$ cat config.mk
export PLATFORM = sky130hd
export DESIGN_NAME = dac_subsystem
export DESIGN_NICKNAME = d
export VERILOG_FILES = /design/src/hdl/dac_pkg.sv /design/src/hdl/dac_lane_if.sv /design/src/hdl/batch_assembler.sv /design/src/hdl/dac_regs.sv /design/src/hdl/dac_subsystem.sv /design/src/hdl/lfsr_lane.sv /design/src/hdl/tri_wave_gen.sv
export VERILOG_INCLUDE_DIRS = /design/src /design/src/hdl
export SDC_FILE = /design/constraint.sdc
export NUM_CORES = 1
export LEC_CHECK = 0
export ABC_AREA = 1
export BUFFER_PORTS_ARGS = -buffer_cell sky130_fd_sc_hd__buf_2
export CELL_PAD_IN_SITES_DETAIL_PLACEMENT = 0
export CELL_PAD_IN_SITES_GLOBAL_PLACEMENT = 1
export CORE_MARGIN = 2
export CORE_UTILIZATION = 41
export DETAILED_ROUTE_END_ITERATION = 12
export HOLD_SLACK_MARGIN = 0.03
export PLACE_DENSITY_LB_ADDON = 0.1
export REMOVE_ABC_BUFFERS = 1
export SYNTH_ARGS = -nofsm -noshare
export SYNTH_HDL_FRONTEND = slang
export SYNTH_SLANG_ARGS = --single-unit
$ cat constraint.sdc
create_clock -name clk -period 4.6 [get_ports clk]
set_input_delay 0.69 -clock clk [delete_from_list [all_inputs] [get_ports clk]]
set_output_delay 0.69 -clock clk [all_outputs]
set_load 0.005 [all_outputs]
$ cat src/hdl/dac_params.svh
`ifndef DAC_PARAMS_SVH
`define DAC_PARAMS_SVH

// sample and batch geometry
`define DAC_SAMPLE_WIDTH 16
`define DAC_LANES 4

// wishbone word address and data
`define DAC_WB_ADDR_WIDTH 3
`define DAC_WB_DATA_WIDTH 32

// register map, seeds for lanes 0 to 3 follow the base
`define DAC_REG_CTRL 0
`define DAC_REG_SEED_BASE 1

// triangle wave
`define DAC_TRI_STEP 16'h1000
`define DAC_TRI_PEAK 16'hF000

// galois feedback mask
`define DAC_LFSR_TAPS 16'hB400

`endif

$ cat src/hdl/dac_pkg.sv
`include "dac_params.svh"

package dac_pkg;

	// one dac sample
	typedef logic [`DAC_SAMPLE_WIDTH-1:0] sample_t;

	// lane 0 in the low bits
	typedef logic [`DAC_LANES*`DAC_SAMPLE_WIDTH-1:0] batch_t;

	typedef logic [`DAC_WB_ADDR_WIDTH-1:0] wb_addr_t;
	typedef logic [`DAC_WB_DATA_WIDTH-1:0] wb_data_t;

	// control bits 1:0, value 3 behaves as off
	typedef enum logic [1:0] {
		MODE_OFF  = 2'd0,
		MODE_RAND = 2'd1,
		MODE_TRI  = 2'd2
	} dac_mode_t;

endpackage

$ cat src/hdl/dac_lane_if.sv
`include "dac_params.svh"

interface dac_lane_if;
	import dac_pkg::*;

	// per lane seed, held by the register block
	sample_t seeds [`DAC_LANES];
	// one cycle seed load
	logic load;
	// step every lane once
	logic run;
	// current lane outputs
	sample_t samples [`DAC_LANES];

	modport regs (
		output seeds,
		output load
	);

	modport lane (
		input  seeds,
		input  load,
		input  run,
		output samples
	);

	modport drain (
		output run,
		input  samples
	);

endinterface

$ cat src/hdl/batch_assembler.sv
`include "dac_params.svh"

module batch_assembler (
	input  logic               halt,
	input  dac_pkg::dac_mode_t mode,
	input  logic               dac_rdy,
	dac_lane_if.drain          lanes,
	input  dac_pkg::batch_t    tri_batch,
	output logic              tri_run,
	output dac_pkg::batch_t    dac_batch,
	output logic               dac_valid
);
	import dac_pkg::*;

	logic rand_sel;
	logic tri_sel;
	batch_t lane_batch;

	// mode 3 falls through as off
	assign rand_sel = (mode == MODE_RAND);
	assign tri_sel = (mode == MODE_TRI);

	assign dac_valid = dac_rdy && !halt && (rand_sel || tri_sel);

	// step only the source whose batch is taken
	assign lanes.run = dac_valid && rand_sel;
	assign tri_run = dac_valid && tri_sel;

	always_comb begin
		lane_batch = '0;
		for (int i = 0; i < `DAC_LANES; i++)
			lane_batch[i*`DAC_SAMPLE_WIDTH +: `DAC_SAMPLE_WIDTH] = lanes.samples[i];
	end

	always_comb begin
		dac_batch = '0;
		if (dac_valid) begin
			if (rand_sel)
				dac_batch = lane_batch;
			else
				dac_batch = tri_batch;
		end
	end

endmodule

$ cat src/hdl/dac_regs.sv
`include "dac_params.svh"

module dac_regs (
	input  logic               clk,
	input  logic               rst,
	input  logic               wb_cyc,
	input  logic               wb_stb,
	input  logic               wb_we,
	input  dac_pkg::wb_addr_t  wb_adr,
	input  dac_pkg::wb_data_t  wb_dat_i,
	output dac_pkg::wb_data_t  wb_dat_o,
	output logic               wb_ack,
	output dac_pkg::dac_mode_t mode,
	output logic               halt,
	output logic               tri_restart,
	dac_lane_if.regs           lanes
);
	import dac_pkg::*;

	logic [1:0] mode_bits;
	logic access;
	logic ctrl_wr;
	logic wr_pend;
	logic load_pend;
	logic restart_pend;
	logic apply_mode;
	wb_data_t rd_data;

	// first cycle of cyc and stb, ack not yet given
	assign access = wb_cyc && wb_stb && !wb_ack;
	assign ctrl_wr = access && wb_we && (wb_adr == wb_addr_t'(`DAC_REG_CTRL));

	always_comb begin
		rd_data = '0;
		if (wb_adr == wb_addr_t'(`DAC_REG_CTRL)) begin
			rd_data[1:0] = mode_bits;
			rd_data[2] = halt;
		end
		for (int i = 0; i < `DAC_LANES; i++) begin
			if (wb_adr == wb_addr_t'(`DAC_REG_SEED_BASE + i))
				rd_data[`DAC_SAMPLE_WIDTH-1:0] = lanes.seeds[i];
		end
	end

	always_ff @(posedge clk) begin
		if (rst) begin
			wb_ack <= 1'b0;
			mode_bits <= 2'd0;
			halt <= 1'b0;
			for (int i = 0; i < `DAC_LANES; i++)
				lanes.seeds[i] <= '0;
		end else begin
			wb_ack <= access;
			if (ctrl_wr) begin
				mode_bits <= wb_dat_i[1:0];
				halt <= wb_dat_i[2];
			end
			for (int i = 0; i < `DAC_LANES; i++) begin
				if (access && wb_we && (wb_adr == wb_addr_t'(`DAC_REG_SEED_BASE + i)))
					lanes.seeds[i] <= wb_dat_i[`DAC_SAMPLE_WIDTH-1:0];
			end
		end
	end

	always_ff @(posedge clk) begin
		if (access && !wb_we)
			wb_dat_o <= rd_data;
	end

	// control write side effects, one cycle behind ack
	always_ff @(posedge clk) begin
		if (rst) begin
			wr_pend <= 1'b0;
			load_pend <= 1'b0;
			restart_pend <= 1'b0;
			apply_mode <= 1'b0;
			lanes.load <= 1'b0;
			tri_restart <= 1'b0;
			mode <= MODE_OFF;
		end else begin
			wr_pend <= ctrl_wr;
			load_pend <= ctrl_wr && (wb_dat_i[1:0] == MODE_RAND);
			restart_pend <= ctrl_wr && (wb_dat_i[1:0] != mode_bits);
			apply_mode <= wr_pend;
			lanes.load <= load_pend;
			tri_restart <= restart_pend;
			// new mode lands with the seed load and triangle restart
			if (apply_mode)
				mode <= dac_mode_t'(mode_bits);
		end
	end

endmodule

$ cat src/hdl/dac_subsystem.sv
`include "dac_params.svh"

module dac_subsystem (
	input  logic              clk,
	input  logic              rst,
	input  logic              wb_cyc,
	input  logic              wb_stb,
	input  logic              wb_we,
	input  dac_pkg::wb_addr_t wb_adr,
	input  dac_pkg::wb_data_t wb_dat_i,
	output dac_pkg::wb_data_t wb_dat_o,
	output logic              wb_ack,
	input  logic              dac_rdy,
	output dac_pkg::batch_t   dac_batch,
	output logic              dac_valid
);
	import dac_pkg::*;

	dac_mode_t mode;
	logic halt;
	logic tri_restart;
	logic tri_run;
	batch_t tri_batch;

	dac_lane_if lanes ();

	dac_regs u_regs (
		.clk         (clk),
		.rst         (rst),
		.wb_cyc      (wb_cyc),
		.wb_stb      (wb_stb),
		.wb_we       (wb_we),
		.wb_adr      (wb_adr),
		.wb_dat_i    (wb_dat_i),
		.wb_dat_o    (wb_dat_o),
		.wb_ack      (wb_ack),
		.mode        (mode),
		.halt        (halt),
		.tri_restart (tri_restart),
		.lanes       (lanes)
	);

	// noise source, one lfsr per sample slot
	for (genvar i = 0; i < `DAC_LANES; i++) begin : g_lane
		lfsr_lane #(
			.lane_index (i)
		) u_lane (
			.clk  (clk),
			.rst  (rst),
			.lane (lanes)
		);
	end

	tri_wave_gen u_tri (
		.clk     (clk),
		.rst     (rst),
		.restart (tri_restart),
		.run     (tri_run),
		.batch   (tri_batch)
	);

	batch_assembler u_asm (
		.halt      (halt),
		.mode      (mode),
		.dac_rdy   (dac_rdy),
		.lanes     (lanes),
		.tri_batch (tri_batch),
		.tri_run   (tri_run),
		.dac_batch (dac_batch),
		.dac_valid (dac_valid)
	);

endmodule

$ cat src/hdl/lfsr_lane.sv
`include "dac_params.svh"

module lfsr_lane #(
	parameter int lane_index = 0
) (
	input logic     clk,
	input logic     rst,
	dac_lane_if.lane lane
);
	import dac_pkg::*;

	sample_t state;
	sample_t next_state;

	// galois step, feedback from the bit shifted out
	always_comb begin
		next_state = {1'b0, state[`DAC_SAMPLE_WIDTH-1:1]};
		if (state[0])
			next_state = next_state ^ `DAC_LFSR_TAPS;
	end

	always_ff @(posedge clk) begin
		if (rst) begin
			state <= sample_t'(1);
		end else if (lane.load) begin
			// all zero would lock up
			if (lane.seeds[lane_index] == '0)
				state <= sample_t'(1);
			else
				state <= lane.seeds[lane_index];
		end else if (lane.run) begin
			state <= next_state;
		end
	end

	assign lane.samples[lane_index] = state;

endmodule

$ cat src/hdl/tri_wave_gen.sv
`include "dac_params.svh"

module tri_wave_gen (
	input  logic            clk,
	input  logic            rst,
	input  logic            restart,
	input  logic            run,
	output dac_pkg::batch_t batch
);
	import dac_pkg::*;

	sample_t value;
	logic rising;
	sample_t next_value;
	logic next_rising;

	// one triangle step, returns {rising, value}
	function automatic logic [`DAC_SAMPLE_WIDTH:0] tri_step(input logic up, input sample_t v);
		logic [`DAC_SAMPLE_WIDTH:0] r;
		if (up) begin
			if (v == `DAC_TRI_PEAK)
				r = {1'b0, sample_t'(v - `DAC_TRI_STEP)};
			else
				r = {1'b1, sample_t'(v + `DAC_TRI_STEP)};
		end else begin
			if (v == '0)
				r = {1'b1, sample_t'(v + `DAC_TRI_STEP)};
			else
				r = {1'b0, sample_t'(v - `DAC_TRI_STEP)};
		end
		return r;
	endfunction

	// four consecutive samples from the current point
	always_comb begin
		sample_t v;
		logic up;
		v = value;
		up = rising;
		batch = '0;
		for (int i = 0; i < `DAC_LANES; i++) begin
			batch[i*`DAC_SAMPLE_WIDTH +: `DAC_SAMPLE_WIDTH] = v;
			{up, v} = tri_step(up, v);
		end
		next_value = v;
		next_rising = up;
	end

	always_ff @(posedge clk) begin
		if (rst || restart) begin
			value <= '0;
			rising <= 1'b1;
		end else if (run) begin
			value <= next_value;
			rising <= next_rising;
		end
	end

endmodule

* After elaboration in Yosys (flattened, before gate mapping)
Index checks and enable logic that the tools add are counted.
Storage, ports and cells: word-level logic and storage cells 110, flip-flop bits (word level) 173, input bits 41
Operators by class: add/sub/neg operators 8, muxes and demuxes 35, reduce and logical (&&, ||, !) cells 30, eq/ne operators 12, bitwise logic cells 4
Operator list (number):
- $mux W16 | 20
- $mux W17 | 12
- $logic_not A16 Y1 | 8
- $mux W64 | 2
- $add A16 B13 Y16 const B | 4
- $eq A16 B16 Y1 const B | 4
- $sub A16 B13 Y16 const B | 4
- $not A3 Y4 | 4
- $logic_and A1 B1 Y1 | 15
- $eq A3 B2 Y1 const B | 2
- $eq A2 B1 Y1 const B | 2
- $eq A3 B1 Y1 const B | 1
- $eq A3 B3 Y1 const B | 1
- $logic_not A1 Y1 | 3
- $logic_not A3 Y1 | 1
- $mux W3 | 1
- $eq A2 B2 Y1 const B | 1
- $logic_or A1 B1 Y1 | 2
- $ne A2 B2 Y1 | 1
- $reduce_bool A2 Y1 | 1

* Depth between registers and ports, before layout
Gate-level depths: netlist (run 1).
word-level depth 12, gate-level depth with buffers 33, mapped depth without buffers 33

* Worst setup path before layout (run 1)
OpenSTA, ideal clock, no wires.
path kind register -> output, from register u_tri.value[12], to output port dac_batch[63], data arrival time 2.790 ns, setup slack 1.120 ns, stages on the path, launching flop included 28, required time 3.910 ns, cells stage by stage dfxtp_1 inv_2 ha_1 inv_1 nand2_1 nand2_1 nand2_1 nand2_2 ha_1 nand3_2 clkinv_1 nand2_2 nand2_2 nand2_2 nand2_1 nand2_1 ha_1 inv_1 nor2_2 nand2_2 nand2_4 inv_1 nand2_1 nand2_2 inv_1 nand2_1 o211ai_1 inv_1
Between the ends: longest elaborated chain between the ends 11
RTL lines:
- start: declaration | RTL line tri_wave_gen.sv:12 | sample_t value;
- start signal: assignment | RTL line tri_wave_gen.sv:54 | value <= next_value;
- $sub A16 B13 Y16 (no line), or another cell as far along
- $mux W17 (on tied branches) | RTL line tri_wave_gen.sv:26, tri_wave_gen.sv:21
- $mux W17 (*) | RTL line tri_wave_gen.sv:20 | if (up) begin
- $sub A16 B13 Y16 (no line), or another cell as far along
- $mux W17 (on tied branches) | RTL line tri_wave_gen.sv:26, tri_wave_gen.sv:21
- $mux W17 (*) | RTL line tri_wave_gen.sv:20
- $sub A16 B13 Y16 (no line), or another cell as far along
- $mux W17 (on tied branches) | RTL line tri_wave_gen.sv:26, tri_wave_gen.sv:21
- $mux W17 (*) | RTL line tri_wave_gen.sv:20
- $mux W64 (*) | RTL line batch_assembler.sv:38 | if (rand_sel)
- $mux W64 (*) | RTL line batch_assembler.sv:37 | if (dac_valid) begin
- end: declaration | RTL line dac_subsystem.sv:14 | output dac_pkg::batch_t dac_batch,
Mark *: on every way between the ends. The rest lies on a longest branch, timed or not.

* Final worst setup path (run 1)
Same ends and word-level chain as after synthesis.

==> out/summary.json, run 1 <==
{
  "status": {
    "status": "completed"
  },
  "yosys": {
    "netlist.top_cell.by_area": "sky130_fd_sc_hd__dfxtp_1",
    "netlist_area_sq_mm": 0.00814,
    "yosys-mux-area-fraction_pct": 0,
    "yosys-top-cells-area": "sky130_fd_sc_hd__dfxtp_1 36%, sky130_fd_sc_hd__o21ai_0 7.7%, sky130_fd_sc_hd__inv_1 6.8%, sky130_fd_sc_hd__a21oi_1 6.5%, sky130_fd_sc_hd__nand2_1 6.3%",
    "cells_after_synth": 1124,
    "ys_ff_latch": 161,
    "synth.distinct_cells": 40,
    "synth-simple-area-share_pct": 20.2,
    "synth_enable_flop_cells": 16,
    "synth_area_per_cell_sq_um": 7.24,
    "synthFlopType": "sky130_fd_sc_hd__dfxtp_1",
    "synth-compound-area-share_pct": 24.0,
    "dominant_combinational_cell_family_by_area_after_synthesis": "compound AO/OA/AOI/OAI gates",
    "synth-xor-area-share_pct": 0.538,
    "post_synth_fa_ha_maj_area_fraction_pct": 1.54,
    "synth_warnings": 0,
    "yosysSeqAreaShare_pct": 41.6,
    "synth_top_cell_area_share_pct": 35.7,
    "synthArstFlopShare_pct": 0
  },
  "detailed_routing": {
    "detail_route.iter0.violations": 493,
    "firstDrtPassIters": 5,
    "route.detailed.vias_per_inst": 5.25,
    "drc_errors": 0,
    "wl_microns": 25300,
    "route.antenna.remaining_nets": 0,
    "detail_route.wl_per_cell_microns": 17.2,
    "vias": 7724
  },
  "critical_path": {
    "critPathMostFrequentCell": "sky130_fd_sc_hd__nand2_1",
    "critical-path-max-stage-delay_ns": 0.37,
    "cp_capture_type": "primary output",
    "critPathSlowestCell": "sky130_fd_sc_hd__dfxtp_4",
    "r2r_slack_ns": 0.90,
    "crit_path_start_kind": "flip-flop",
    "critPathMaxFanout": 9,
    "crit-reg2reg-capture": "u_tri.value[13]",
    "crit_type": "flip-flop to primary output",
    "reg2reg_depth": 33,
    "crit_required_ns": 3.91,
    "worst_ep_arrival_time_ns": 3.53,
    "worst_r2r_startpoint": "u_tri.value[12]"
  },
  "placement": {
    "place.port_buffers": 106,
    "gpl.final_weighted_congestion": 0.822,
    "place_hpwl_microns": 17300
  },
  "sta": {
    "worst-slew-pin-transition_ns": 0.908,
    "period_minus_slack_ns": 4.22,
    "finalHoldViolations": 0,
    "slew_headroom_pct": 39.5,
    "setup_total_negative_slack_ns": 0,
    "setup_viol_count_final": 0,
    "drv_slew": 0,
    "final_period_utilization_pct": 91.7,
    "fmax_ghz": 0.237,
    "fin_worst_skew_ns": 0.00906,
    "rsz0062_at_grt": "false"
  },
  "global_route": {
    "gr_util_all_layers_pct": 23.9,
    "grt_util_met1_pct": 33.6,
    "grt_pass1_vias": 7114,
    "gr-usage-met3_pct": 4.47,
    "grt_util_met2_pct": 38.3,
    "grt_max_degree": 85,
    "grt_overflow_total": 0,
    "grt_pass1_wl_microns": 39700,
    "grt.busiest_layer": "met2",
    "antenna_found_initial": 0
  },
  "job": {
    "drv.max_cap_violation_count": 0
  },
  "clock_tree": {
    "tritoncts": "done",
    "cts_buffers": 17,
    "cts_root_buf": "sky130_fd_sc_hd__clkbuf_16",
    "clk-insertion-delay-late_ns": 0.43,
    "cts_clk_pin_slew_worst_paths_ns": 0.07,
    "tritoncts_num_sinks": 161,
    "cts_htree_levels": 4,
    "holdBufCountCts": 0,
    "cts_buffer_depth": 2
  },
  "power_and_ir_drop": {
    "p_leak_uw": 0.00380,
    "vdd.ir_drop.worst_uv": 266,
    "p_per_area_mw_per_mm2": 312
  },
  "finish": {
    "register_area_sq_mm": 0.00339,
    "area_growth_syn_to_layout_pct": 15.2,
    "finalCoreUtilization_pct": 48.2,
    "multi_input_comb_area_sq_mm": 0.00386,
    "layout-drive-gt1-share_pct": 16.0,
    "antenna-diode-count": 0,
    "finish.net_count": 1244,
    "final.fill_count": 2043
  },
  "floorplanning": {
    "core.rowCount": 51,
    "fp.coreArea_sq_mm": 0.0195,
    "ioPinCount": 139,
    "floorplan.die.width_microns": 145,
    "area_enclosed_by_the_die_boundary_sq_mm": 0.0210,
    "die-height_microns": 145,
    "initial_utilization_pct": 41.8
  },
  "hold_path": {
    "timing.hold.worst.start": "u_regs.load_pend",
    "hold_depth": 2,
    "hold_path_class": "flip-flop to flip-flop",
    "min_to": "u_regs.lanes.load"
  }
}
[worst max-delay path, delay by kind of cell (launching register included)]
family / cells / cell delay (ns)
and+or+nand+nor: 16 / 1.30
adders and majority gates: 3 / 0.74
buffers and inverters: 8 / 0.57
DFF: 1 / 0.37
AOI/OAI and AO/OA: 1 / 0.12
[sequential cells by signal, summed over array words and instances (netlist names)]
register / count
g_lane.u_lane.state: 64
u_regs.lanes.seeds: 64
u_regs.wb_dat_o: 16
u_tri.value: 4
u_regs.mode: 2
u_regs.mode_bits: 2
u_regs.apply_mode: 1
u_regs.halt: 1
u_regs.lanes.load: 1
u_regs.load_pend: 1
u_regs.restart_pend: 1
u_regs.tri_restart: 1
u_regs.wb_ack: 1
u_regs.wr_pend: 1
u_tri.rising: 1
[where the power goes]
part	internal [uW]	switching, uW
logic	31.0	81.4
registers	1430	7.53
clock network	774	601
total	2230	690
[timing repair]
item                                    in CTS  in global routing
setup buffers                                0                  2
resized for setup                            0                 12
endpoints found under the setup margin       0                  3
[cells in the mapped netlist (all sizes together), types with 13 or more instances]
library cell  number
nor4              13
edfxtp            16
o22ai             16
buf               24
nor2             102
o21ai            127
dfxtp            145
nand3             43
inv              154
clkbuf            62
a21oi            106
a221oi            23
nor3              46
o211ai            15
nand2            155
[how the worst max path moves through the flow]
stage                          from                         to  slack, ns  depth (start not counted)
CTS                 u_tri.value[12]              dac_batch[61]       0.15                         26
global route        u_tri.value[13]              dac_batch[63]      0.007                         28
finish              u_tri.value[12]              dac_batch[63]       0.38                         28
floorplan            u_regs.mode[1]  g_lane[0].u_lane.state[9]      -0.28                          7
detailed placement  u_tri.value[12]              dac_batch[61]       0.62                         26
global placement    u_tri.value[12]              dac_batch[61]       0.63                         26
[kinds of logic (layout without fill, tap and decap cells)]
kind of cell	after synthesis	count (layout)
XOR/XNOR	5	5
buffers and inverters	244	311
AO/OA/AOI/OAI	335	335
other	1	16
AND/OR/NAND/NOR	368	368
flip-flops	161	161
adder cells (fa/ha/maj)	10	10
[cell usage in the layout (no fill, tap or decap), types with 18 or more instances in the layout]
cell type	instances
sky130_fd_sc_hd__nand3_1	38
sky130_fd_sc_hd__buf_2	106
sky130_fd_sc_hd__inv_1	146
sky130_fd_sc_hd__nor3_1	46
sky130_fd_sc_hd__nand2_1	135
sky130_fd_sc_hd__a21oi_1	106
sky130_fd_sc_hd__a221oi_1	23
sky130_fd_sc_hd__dfxtp_1	142
sky130_fd_sc_hd__clkbuf_16	18
sky130_fd_sc_hd__o21ai_0	125
sky130_fd_sc_hd__nor2_1	98
[area by class of cell]
cell class	count	share of cell area (%)
repair buffers	121	6.86
well taps	265	3.54
inverters	158	6.36
clock buffers	19	4.84
multi-input cells	734	41.1
flip-flops and latches	161	36.1
clock inverters	13	1.15
[routing by layer]
layer / vias to the layer above / part of all wire [%]
met3: 19 / 4.9
li1: 3924 / -
met5: - / 0
met4: 0 / 1.1
met2: 202 / 47
met1: 3579 / 47
[stage by stage]
stage	instances	total power [uW]	instance area (sq um)	hold slack [ns]	worst slack, ns
4_1_cts	1469	2940	9340	0.403	0.152
6_report	1471	2920	9380	0.395	0.381
5_1_grt	1471	3010	9380	0.419	0.00651
3_5_place_dp	1437	1580	8770	0.395	0.625
2_1_floorplan	1053	1520	7800	0.388	-0.282
3_3_place_gp	1437	1580	8770	0.384	0.628
Power figures use the tool's default switching activity.
==> run 2, diff against run 1 <==
GPL_ROUTABILITY_DRIVEN = 1   (was default)
clock period = 4.55 ns   (was 4.6 ns; I/O delays follow)
==> run 2 against run 1 <==
Compared with the run above: first-iteration DRC count up 12%; clock power grew 3%; via count rose by 0.35%; sequential cell count stayed put; critical path depth did not move; sequential share of layout area is essentially flat; worst setup slack worse by 0.083 ns; core utilization rose by 0.058 points; combinational power is essentially flat; largest cell class unchanged; largest power group unchanged; global-route usage shrank 0.23 points.
==> out/summary.json, run 2 (synthesized netlist as in run 1, its figures left out) <==
{
  "detailed_routing": {
    "detail_route.wl_per_cell": {"value": 17.1, "unit": "microns", "change": "-0.64%"},
    "route.detailed.vias_per_inst": {"value": 5.27, "change": "+0.35%"},
    "firstDrtPassIters": {"value": 5, "change": "unchanged"},
    "drc_errors": {"value": 0, "change": "unchanged"},
    "vias": {"value": 7751, "change": "+0.35%"},
    "route.antenna.remaining_nets": {"value": 0, "change": "unchanged"},
    "wl": {"value": 25100, "unit": "microns", "change": "-0.64%"},
    "detail_route.iter0.violations": {"value": 552, "change": "+12%"}
  },
  "sta": {
    "finalWorstSetupSlack": {"value": 0.298, "unit": "ns", "change": "-0.0826 ns"},
    "fmax_ghz": 0.235,
    "final_period_utilization_pct": 93.5,
    "setup_viol_count_final": {"value": 0, "change": "unchanged"},
    "period_minus_slack_ns": 4.25,
    "drv_slew": {"value": 0, "change": "unchanged"},
    "finalHoldViolations": {"value": 0, "change": "unchanged"},
    "fin_worst_skew": {"value": 0.0110, "unit": "ns", "change": "+0.00191 ns"},
    "worst-slew-pin-transition": {"value": 0.918, "unit": "ns", "change": "+0.00990 ns"},
    "setup_total_negative_slack": {"value": 0, "unit": "ns", "change": "unchanged"},
    "slew_headroom": {"value": 38.8, "unit": "%", "change": "-0.66 points"}
  },
  "critical_path": {
    "r2r_slack": {"value": 0.79, "unit": "ns", "change": "-0.11 ns"},
    "reg2reg_depth": {"value": 33, "change": "unchanged"},
    "critPathSlowestCell": "sky130_fd_sc_hd__dfxtp_4",
    "crit_required": {"value": 3.87, "unit": "ns", "change": "-0.04 ns"},
    "crit-reg2reg-capture": "u_tri.value[13]",
    "worst_r2r_startpoint": "u_tri.value[12]",
    "crit_type": "flip-flop to primary output",
    "critical-path-max-stage-delay": {"value": 0.37, "unit": "ns", "change": "about the same"},
    "critPathMaxFanout": {"value": 9, "change": "unchanged"},
    "critical_path.startpoint": "u_tri.value[12]",
    "worst_ep_arrival_time": {"value": 3.57, "unit": "ns", "change": "+0.04 ns"},
    "critPathMostFrequentCell": "sky130_fd_sc_hd__nand2_1",
    "cp_capture_type": "primary output",
    "crit_path_start_kind": "flip-flop"
  },
  "placement": {
    "gpl.final_weighted_congestion": {"value": 0.819, "change": "-0.36%"},
    "place_ws": {"value": 0.565, "unit": "ns", "change": "-0.0595 ns"},
    "dpl_cell_area": {"value": 0.00877, "unit": "sq mm", "change": "unchanged"},
    "dp.cells": {"value": 1437, "change": "unchanged"},
    "place_hpwl": {"value": 17300, "unit": "microns", "change": "+0.21%"},
    "place.port_buffers": {"value": 106, "change": "unchanged"}
  },
  "hold_path": {
    "hold_depth": {"value": 2, "change": "unchanged"},
    "timing.hold.worst.start": "u_regs.load_pend",
    "hold_path_class": "flip-flop to flip-flop",
    "min_to": "u_regs.lanes.load"
  },
  "clock_tree": {
    "cts_buffers": {"value": 17, "change": "unchanged"},
    "clk-insertion-delay-late": {"value": 0.42, "unit": "ns", "change": "about the same"},
    "cts_clk_pin_slew_worst_paths": {"value": 0.06, "unit": "ns", "change": "about the same"},
    "cts_buffer_depth": {"value": 2, "change": "unchanged"},
    "tritoncts": "done",
    "cts_root_buf": "sky130_fd_sc_hd__clkbuf_16",
    "tritoncts_num_sinks": {"value": 161, "change": "unchanged"},
    "cts_htree_levels": {"value": 4, "change": "unchanged"}
  },
  "global_route": {
    "grt_pass1_wl": {"value": 39500, "unit": "microns", "change": "-0.50%"},
    "grt_pass1_vias": {"value": 6982, "change": "-1.9%"},
    "antenna_found_initial": {"value": 0, "change": "unchanged"},
    "grt_max_degree": {"value": 85, "change": "unchanged"},
    "gr_util_all_layers": {"value": 23.7, "unit": "%", "change": "-0.23 points"},
    "grt_overflow_total": {"value": 0, "change": "unchanged"}
  },
  "floorplanning": {
    "ioPinCount": {"value": 139, "change": "unchanged"},
    "fp.coreArea": {"value": 0.0195, "unit": "sq mm", "change": "unchanged"},
    "area_enclosed_by_the_die_boundary": {"value": 0.0210, "unit": "sq mm", "change": "unchanged"},
    "floorplan.die.width": {"value": 145, "unit": "microns", "change": "unchanged"},
    "initial_utilization": {"value": 41.8, "unit": "%", "change": "unchanged"},
    "core.rowCount": {"value": 51, "change": "unchanged"},
    "die-height": {"value": 145, "unit": "microns", "change": "unchanged"}
  },
  "finish": {
    "final_cell_count_no_fill": {"value": 1471, "change": "unchanged"},
    "layout_commonest_cell": "sky130_fd_sc_hd__inv_1",
    "layout-drive-gt1-share": {"value": 16.1, "unit": "%", "change": "+0.083 points"},
    "most_frequent_cells_in_the_layout": "146 x sky130_fd_sc_hd__inv_1, 142 x sky130_fd_sc_hd__dfxtp_1, 135 x sky130_fd_sc_hd__nand2_1",
    "layout.cell_area.non_filler": {"value": 0.00939, "unit": "sq mm", "change": "+0.12%"},
    "registers_with_the_highest_flip_flop_counts": "g_lane.u_lane.state x64, u_regs.lanes.seeds x64, u_regs.wb_dat_o x16",
    "antenna-diode-count": {"value": 0, "change": "unchanged"},
    "area_growth_syn_to_layout_pct": 15.3,
    "finish.net_count": {"value": 1244, "change": "unchanged"},
    "final.fill_count": {"value": 2024, "change": "-0.93%"}
  },
  "power_and_ir_drop": {
    "vdd.ir_drop.worst": {"value": 273, "unit": "uV", "change": "+3.0%"},
    "p_leak": {"value": 0.00381, "unit": "uW", "change": "+0.25%"},
    "p_per_area": {"value": 318, "unit": "mW/mm^2", "change": "+2.2%"}
  },
  "job": {
    "drv.max_cap_violation_count": {"value": 0, "change": "unchanged"}
  },
  "status": {
    "status": "completed"
  }
}
-- run 2: changes by cell type in the layout (fill, tap and decap cells not counted), sizes merged --
| cell | change |
|---|---|
| clkinv | -3 |
| clkinvlp | -1 |
| inv | -1 |
| bufinv | +1 |
| clkbuf | +4 |
-- run 2: area by class of cell --
cell class	instances	area (sq um)	share of cell area [%]
Sequential cell	161	3390	36.1
Clock buffer	23	468	4.98
Clock inverter	9	108	1.15
Timing Repair Buffer	121	643	6.85
Inverter	158	597	6.36
Multi-Input combinational cell	734	3850	41.0
Tap cell	265	332	3.53
-- run 2: worst max-delay path: cells and delay by family, from the launching register on --
| kind | cells | cell delay, ns |
|---|---|---|
| compound gates | 1 | 0.12 |
| fa+ha+maj | 3 | 0.74 |
| buf+inv | 8 | 0.58 |
| flops | 1 | 0.37 |
| simple gates | 16 | 1.32 |
-- run 2: worst max path at each step --
| stage | end | slack, ns | cells after the start |
|---|---|---|---|
| floorplan | g_lane[0].u_lane.state[9] | -0.33 | 7 |
| global placement | dac_batch[61] | 0.58 | 26 |
| detailed placement | dac_batch[61] | 0.57 | 26 |
| CTS | dac_batch[61] | 0.09 | 26 |
| global route | dac_batch[63] | -0.003 | 27 |
| finish | dac_batch[63] | 0.30 | 28 |
-- run 2: layer usage --
| layer | track usage [%] | wire length [microns] |
|---|---|---|
| met1 | 33.5 | 11900 |
| met2 | 37.9 | 11600 |
| met3 | 4.47 | 1340 |
| met4 | 4.50 | 276 |
| met5 | 0 | 0 |
-- run 2: power breakdown --
part | internal, uW | switching, uW | leakage (uW) | total, uW
Clock | 838 | 587 | 0.000274 | 1420
Sequential | 1440 | 7.63 | 0.00132 | 1450
Combinational | 31.4 | 81.6 | 0.00222 | 113
-- run 2: repair_timing --
action,in CTS,in global routing
buffers inserted,0,2
setup endpoints to repair,0,3
gates resized for setup,0,12
hold buffers,0,0
-- run 2: metrics by stage --
| stage | util (%) | total power [uW] | hold slack (ns) |
|---|---|---|---|
| after global routing | 48.2 | 3080 | 0.418 |
| after detailed placement | 45.1 | 1590 | 0.389 |
| final | 48.2 | 2990 | 0.395 |
| after floorplan | - | 1540 | 0.388 |
| after global placement | 45.1 | 1590 | 0.386 |
| after CTS | 48.0 | 3000 | 0.399 |
==> run 3, diff against run 2 <==
ABC_AREA = default   (was 1)
==> run 3 against run 2 <==
Compared with the run above: core utilization increased by 0.60 points; clock power up 7%; synthesized area grew 3.6%; register-to-register slack worse by 0.50 ns; highest routed layer unchanged; critical path type unchanged; sequential cell count did not move; routed wire length up 3.1%; worst setup slack worse by 0.14 ns; clock skew shrank 0.0026 ns; via count about the same; synthesized cell count fell by 1.6%; combinational power fell by 8%.
==> out/summary.json, run 3 <==
{
  "status": {
    "status": "completed"
  },
  "yosys": {
    "yosysSeqAreaShare": {"value": 40.1, "unit": "%", "change": "-1.4 points"},
    "synth_area_per_cell": {"value": 7.63, "unit": "sq um", "change": "+5.3%"},
    "synth_top_cell_area_share": {"value": 34.4, "unit": "%", "change": "-1.2 points"},
    "synth_top_cells_by_count": "216 x sky130_fd_sc_hd__nand2_1, 181 x sky130_fd_sc_hd__a21oi_1, 145 x sky130_fd_sc_hd__dfxtp_1",
    "top_count_cell_post_synth": "sky130_fd_sc_hd__nand2_1",
    "netlist.top_cell.by_area": "sky130_fd_sc_hd__dfxtp_1",
    "netlist_area": {"value": 0.00844, "unit": "sq mm", "change": "+3.6%"},
    "yosys-top-cells-area": "sky130_fd_sc_hd__dfxtp_1 34%, sky130_fd_sc_hd__a21oi_1 11%, sky130_fd_sc_hd__nand2_1 9.6%, sky130_fd_sc_hd__edfxtp_1 5.7%, sky130_fd_sc_hd__nor2_1 5.6%",
    "synth.distinct_cells": {"value": 72, "change": "+80%"},
    "synthFlopType": "sky130_fd_sc_hd__dfxtp_1",
    "synthArstFlopShare": {"value": 0, "unit": "%", "change": "unchanged"},
    "cells_after_synth": {"value": 1106, "change": "-1.6%"},
    "ys_ff_latch": {"value": 161, "change": "unchanged"},
    "synth_warnings": {"value": 0, "change": "unchanged"},
    "synth_enable_flop_cells": {"value": 16, "change": "unchanged"}
  },
  "finish": {
    "finish.net_count": {"value": 1227, "change": "-1.4%"},
    "layout_commonest_cell": "sky130_fd_sc_hd__nand2_1",
    "registers_with_the_highest_flip_flop_counts": "g_lane.u_lane.state x64, u_regs.lanes.seeds x64, u_regs.wb_dat_o x16",
    "area_growth_syn_to_layout_pct": 17.2,
    "final.fill_count": {"value": 2085, "change": "+3.0%"},
    "multi_input_comb_area": {"value": 0.00463, "unit": "sq mm", "change": "+20%"},
    "layout-drive-gt1-share": {"value": 18.8, "unit": "%", "change": "+2.8 points"},
    "register_area": {"value": 0.00339, "unit": "sq mm", "change": "about the same"},
    "most_frequent_cells_in_the_layout": "214 x sky130_fd_sc_hd__nand2_1, 179 x sky130_fd_sc_hd__a21oi_1, 143 x sky130_fd_sc_hd__dfxtp_1"
  },
  "critical_path": {
    "worst_ep_arrival_time": {"value": 3.71, "unit": "ns", "change": "+0.14 ns"},
    "crit_path_start_kind": "flip-flop",
    "reg2reg_depth": {"value": 25, "change": "-24%"},
    "critical-path-max-stage-delay": {"value": 0.34, "unit": "ns", "change": "-0.03 ns"},
    "crit_required": {"value": 3.87, "unit": "ns", "change": "about the same"},
    "critPathSlowestCell": "sky130_fd_sc_hd__dfxtp_2",
    "crit_type": "flip-flop to primary output",
    "critPathMaxFanout": {"value": 3, "change": "-6"},
    "r2r_slack": {"value": 0.29, "unit": "ns", "change": "-0.50 ns"},
    "critPathMostFrequentCell": "sky130_fd_sc_hd__inv_1",
    "cells_traversed_along_the_worst_timing_path": "inv_1 > ha_2 > a21o_2 > nand2_2 > xnor2_2 > inv_1 > ha_2 > a311oi_2 > o22a_4 > xor2_2 > inv_1 > ha_4 > o21ai_2 > o21ai_2 > a221oi_2 > o22ai_2 > xnor2_1 > nor2_1 > a21oi_2 > nor2_1 > buf_2",
    "buffers_and_inverters_on_the_worst_path": {"value": 4, "change": "-4"},
    "cp_capture_type": "primary output",
    "crit-reg2reg-capture": "u_tri.value[13]",
    "worst_r2r_startpoint": "u_tri.value[12]",
    "crit_family": "compound AO/OA/AOI/OAI gates"
  },
  "global_route": {
    "gr_util_all_layers": {"value": 23.8, "unit": "%", "change": "+0.19 points"},
    "grt_pass1_vias": {"value": 7148, "change": "+2.4%"},
    "antenna_found_initial": {"value": 0, "change": "unchanged"},
    "grt_overflow_total": {"value": 0, "change": "unchanged"},
    "grt_max_degree": {"value": 100, "change": "+18%"},
    "grt_pass1_wl": {"value": 40600, "unit": "microns", "change": "+2.7%"}
  },
  "placement": {
    "place_hpwl": {"value": 18000, "unit": "microns", "change": "+3.5%"},
    "gpl.final_weighted_congestion": {"value": 0.870, "change": "+6.2%"},
    "place_ws": {"value": 0.135, "unit": "ns", "change": "-0.430 ns"},
    "place.port_buffers": {"value": 106, "change": "unchanged"}
  },
  "sta": {
    "drv_slew": {"value": 0, "change": "unchanged"},
    "worst-slew-pin-transition": {"value": 1.27, "unit": "ns", "change": "+0.351 ns"},
    "fin_worst_skew": {"value": 0.00839, "unit": "ns", "change": "-0.00259 ns"},
    "finalHoldViolations": {"value": 0, "change": "unchanged"},
    "setup_viol_count_final": {"value": 0, "change": "unchanged"},
    "final_period_utilization": {"value": 96.5, "unit": "%", "change": "+3.1 points"},
    "rsz0062_at_grt": "true",
    "fmax": {"value": 0.228, "unit": "GHz", "change": "-3.2%"},
    "slew_headroom": {"value": 15.0, "unit": "%", "change": "-24 points"},
    "setup_total_negative_slack": {"value": 0, "unit": "ns", "change": "unchanged"},
    "period_minus_slack": {"value": 4.39, "unit": "ns", "change": "+0.140 ns"},
    "finalWorstSetupSlack": {"value": 0.158, "unit": "ns", "change": "-0.140 ns"}
  },
  "hold_path": {
    "timing.hold.worst.start": "u_regs.restart_pend",
    "min_to": "u_regs.tri_restart",
    "hold_depth": {"value": 1, "change": "-1"},
    "hold_path_class": "flip-flop to flip-flop"
  },
  "detailed_routing": {
    "wl": {"value": 25900, "unit": "microns", "change": "+3.1%"},
    "detail_route.wl_per_cell": {"value": 17.7, "unit": "microns", "change": "+3.8%"},
    "route.antenna.remaining_nets": {"value": 0, "change": "unchanged"},
    "firstDrtPassIters": {"value": 5, "change": "unchanged"},
    "route.detailed.vias_per_inst": {"value": 5.30, "change": "+0.61%"},
    "detail_route.iter0.violations": {"value": 551, "change": "-0.18%"},
    "drc_errors": {"value": 0, "change": "unchanged"},
    "vias": {"value": 7745, "change": "-0.077%"}
  },
  "floorplanning": {
    "initial_utilization": {"value": 41.7, "unit": "%", "change": "-0.14 points"},
    "die-height": {"value": 147, "unit": "microns", "change": "+1.7%"},
    "core.rowCount": {"value": 52, "change": "+2.0%"},
    "floorplan.die.width": {"value": 147, "unit": "microns", "change": "+1.7%"},
    "area_enclosed_by_the_die_boundary": {"value": 0.0217, "unit": "sq mm", "change": "+3.5%"},
    "ioPinCount": {"value": 139, "change": "unchanged"},
    "fp.coreArea": {"value": 0.0202, "unit": "sq mm", "change": "+4.0%"}
  },
  "power_and_ir_drop": {
    "p_per_area": {"value": 311, "unit": "mW/mm^2", "change": "-2.3%"},
    "vdd.ir_drop.worst": {"value": 253, "unit": "uV", "change": "-7.4%"},
    "p_leak": {"value": 0.00391, "unit": "uW", "change": "+2.5%"}
  },
  "clock_tree": {
    "clk-insertion-delay-late": {"value": 0.42, "unit": "ns", "change": "about the same"},
    "cts_htree_levels": {"value": 4, "change": "unchanged"},
    "tritoncts_num_sinks": {"value": 161, "change": "unchanged"},
    "cts_root_buf": "sky130_fd_sc_hd__clkbuf_16",
    "cts_buffer_depth": {"value": 2, "change": "unchanged"},
    "tritoncts": "done",
    "cts_buffers": {"value": 17, "change": "unchanged"},
    "cts_clk_pin_slew_worst_paths": {"value": 0.06, "unit": "ns", "change": "about the same"}
  },
  "job": {
    "drv.max_cap_violation_count": {"value": 0, "change": "unchanged"}
  }
}
## run 3: how the worst max path moves through the flow
stage / start / to / slack, ns / cells after the start
final: u_tri.value[12] / dac_batch[61] / 0.16 / 21
after global routing: u_tri.value[12] / dac_batch[61] / -0.09 / 22
after CTS: u_tri.value[12] / dac_batch[61] / 0.002 / 21
after detailed placement: u_tri.value[12] / u_tri.value[13] / 0.13 / 23
after global placement: u_tri.value[12] / dac_batch[61] / 0.21 / 21
after floorplan: u_tri.value[12] / u_tri.value[13] / -0.25 / 23
## run 3: layout make-up
cell class | count | area share, %
tap | 270 | 3.42
antenna | 2 | 0.0506
clock buffer | 20 | 4.42
inverter | 20 | 0.760
sequential | 161 | 34.3
clock inverter | 12 | 1.85
multi-input combinational | 832 | 46.8
timing repair buffer | 144 | 8.41
## run 3: routing by layer
metal	up-vias	global-route usage (%)	share of wire, %
met5	-	0	0
met4	0	5.00	0.93
met3	21	4.10	4.6
met2	191	39.3	47
met1	3621	33.1	47
li1	3912	-	-
## run 3: cell families (layout without fill, tap and decap cells)
family,Yosys count,in the layout,synth area share [%]
XOR/XNOR,18,18,1.96
adder cells (fa/ha/maj),10,10,1.48
AND/OR/NAND/NOR,475,475,25.5
multiplexers,41,41,5.01
flip-flops,161,161,40.1
other,1,18,0.0445
AO/OA/AOI/OAI,272,272,19.1
buffers and inverters,128,196,6.87
## run 3: repair_timing
action	in CTS	in global routing
gates resized for setup	14	9
setup buffers	4	2
endpoints found under the hold margin	0	0
pin swaps	10	11
endpoints found under the setup margin	2	4
hold buffers	0	0
## run 3: power breakdown
group | switching (uW) | internal, uW | total, uW
registers | 7.59 | 1440 | 1450
clock network | 598 | 924 | 1520
logic | 75.8 | 28.4 | 104
## run 3: metrics by stage
step                      cells  utilization (%)  total power (uW)  hold slack [ns]  cell area (sq um)
after floorplan            1013                -              1510            0.395               7990
after global placement     1421             45.1              1580            0.418               9130
after detailed placement   1421             45.1              1580            0.425               9130
after CTS                  1457             48.6              3090            0.438               9830
after global routing       1459             48.8              3160            0.444               9880
final                      1461             48.8              3070            0.434               9880
## run 3: worst register-to-register path, cell delays in order (launching register included)
cell and delay [ns]:
sky130_fd_sc_hd__dfxtp_2 0.34, sky130_fd_sc_hd__inv_1 0.06, sky130_fd_sc_hd__ha_2 0.18, sky130_fd_sc_hd__a21o_2 0.22, sky130_fd_sc_hd__nand2_2 0.08, sky130_fd_sc_hd__xnor2_2 0.12
sky130_fd_sc_hd__inv_1 0.06, sky130_fd_sc_hd__ha_2 0.18, sky130_fd_sc_hd__a311oi_2 0.25, sky130_fd_sc_hd__o22a_4 0.20, sky130_fd_sc_hd__xor2_2 0.16, sky130_fd_sc_hd__inv_1 0.09
sky130_fd_sc_hd__ha_4 0.17, sky130_fd_sc_hd__o21ai_2 0.06, sky130_fd_sc_hd__o21ai_2 0.07, sky130_fd_sc_hd__a221oi_2 0.33, sky130_fd_sc_hd__o22ai_2 0.13, sky130_fd_sc_hd__xnor2_1 0.15
sky130_fd_sc_hd__buf_4 0.14, sky130_fd_sc_hd__buf_4 0.13, sky130_fd_sc_hd__inv_1 0.06, sky130_fd_sc_hd__ha_1 0.15, sky130_fd_sc_hd__inv_1 0.09, sky130_fd_sc_hd__o31a_1 0.33
sky130_fd_sc_hd__or3_1 0.31, sky130_fd_sc_hd__a31oi_1 0.15
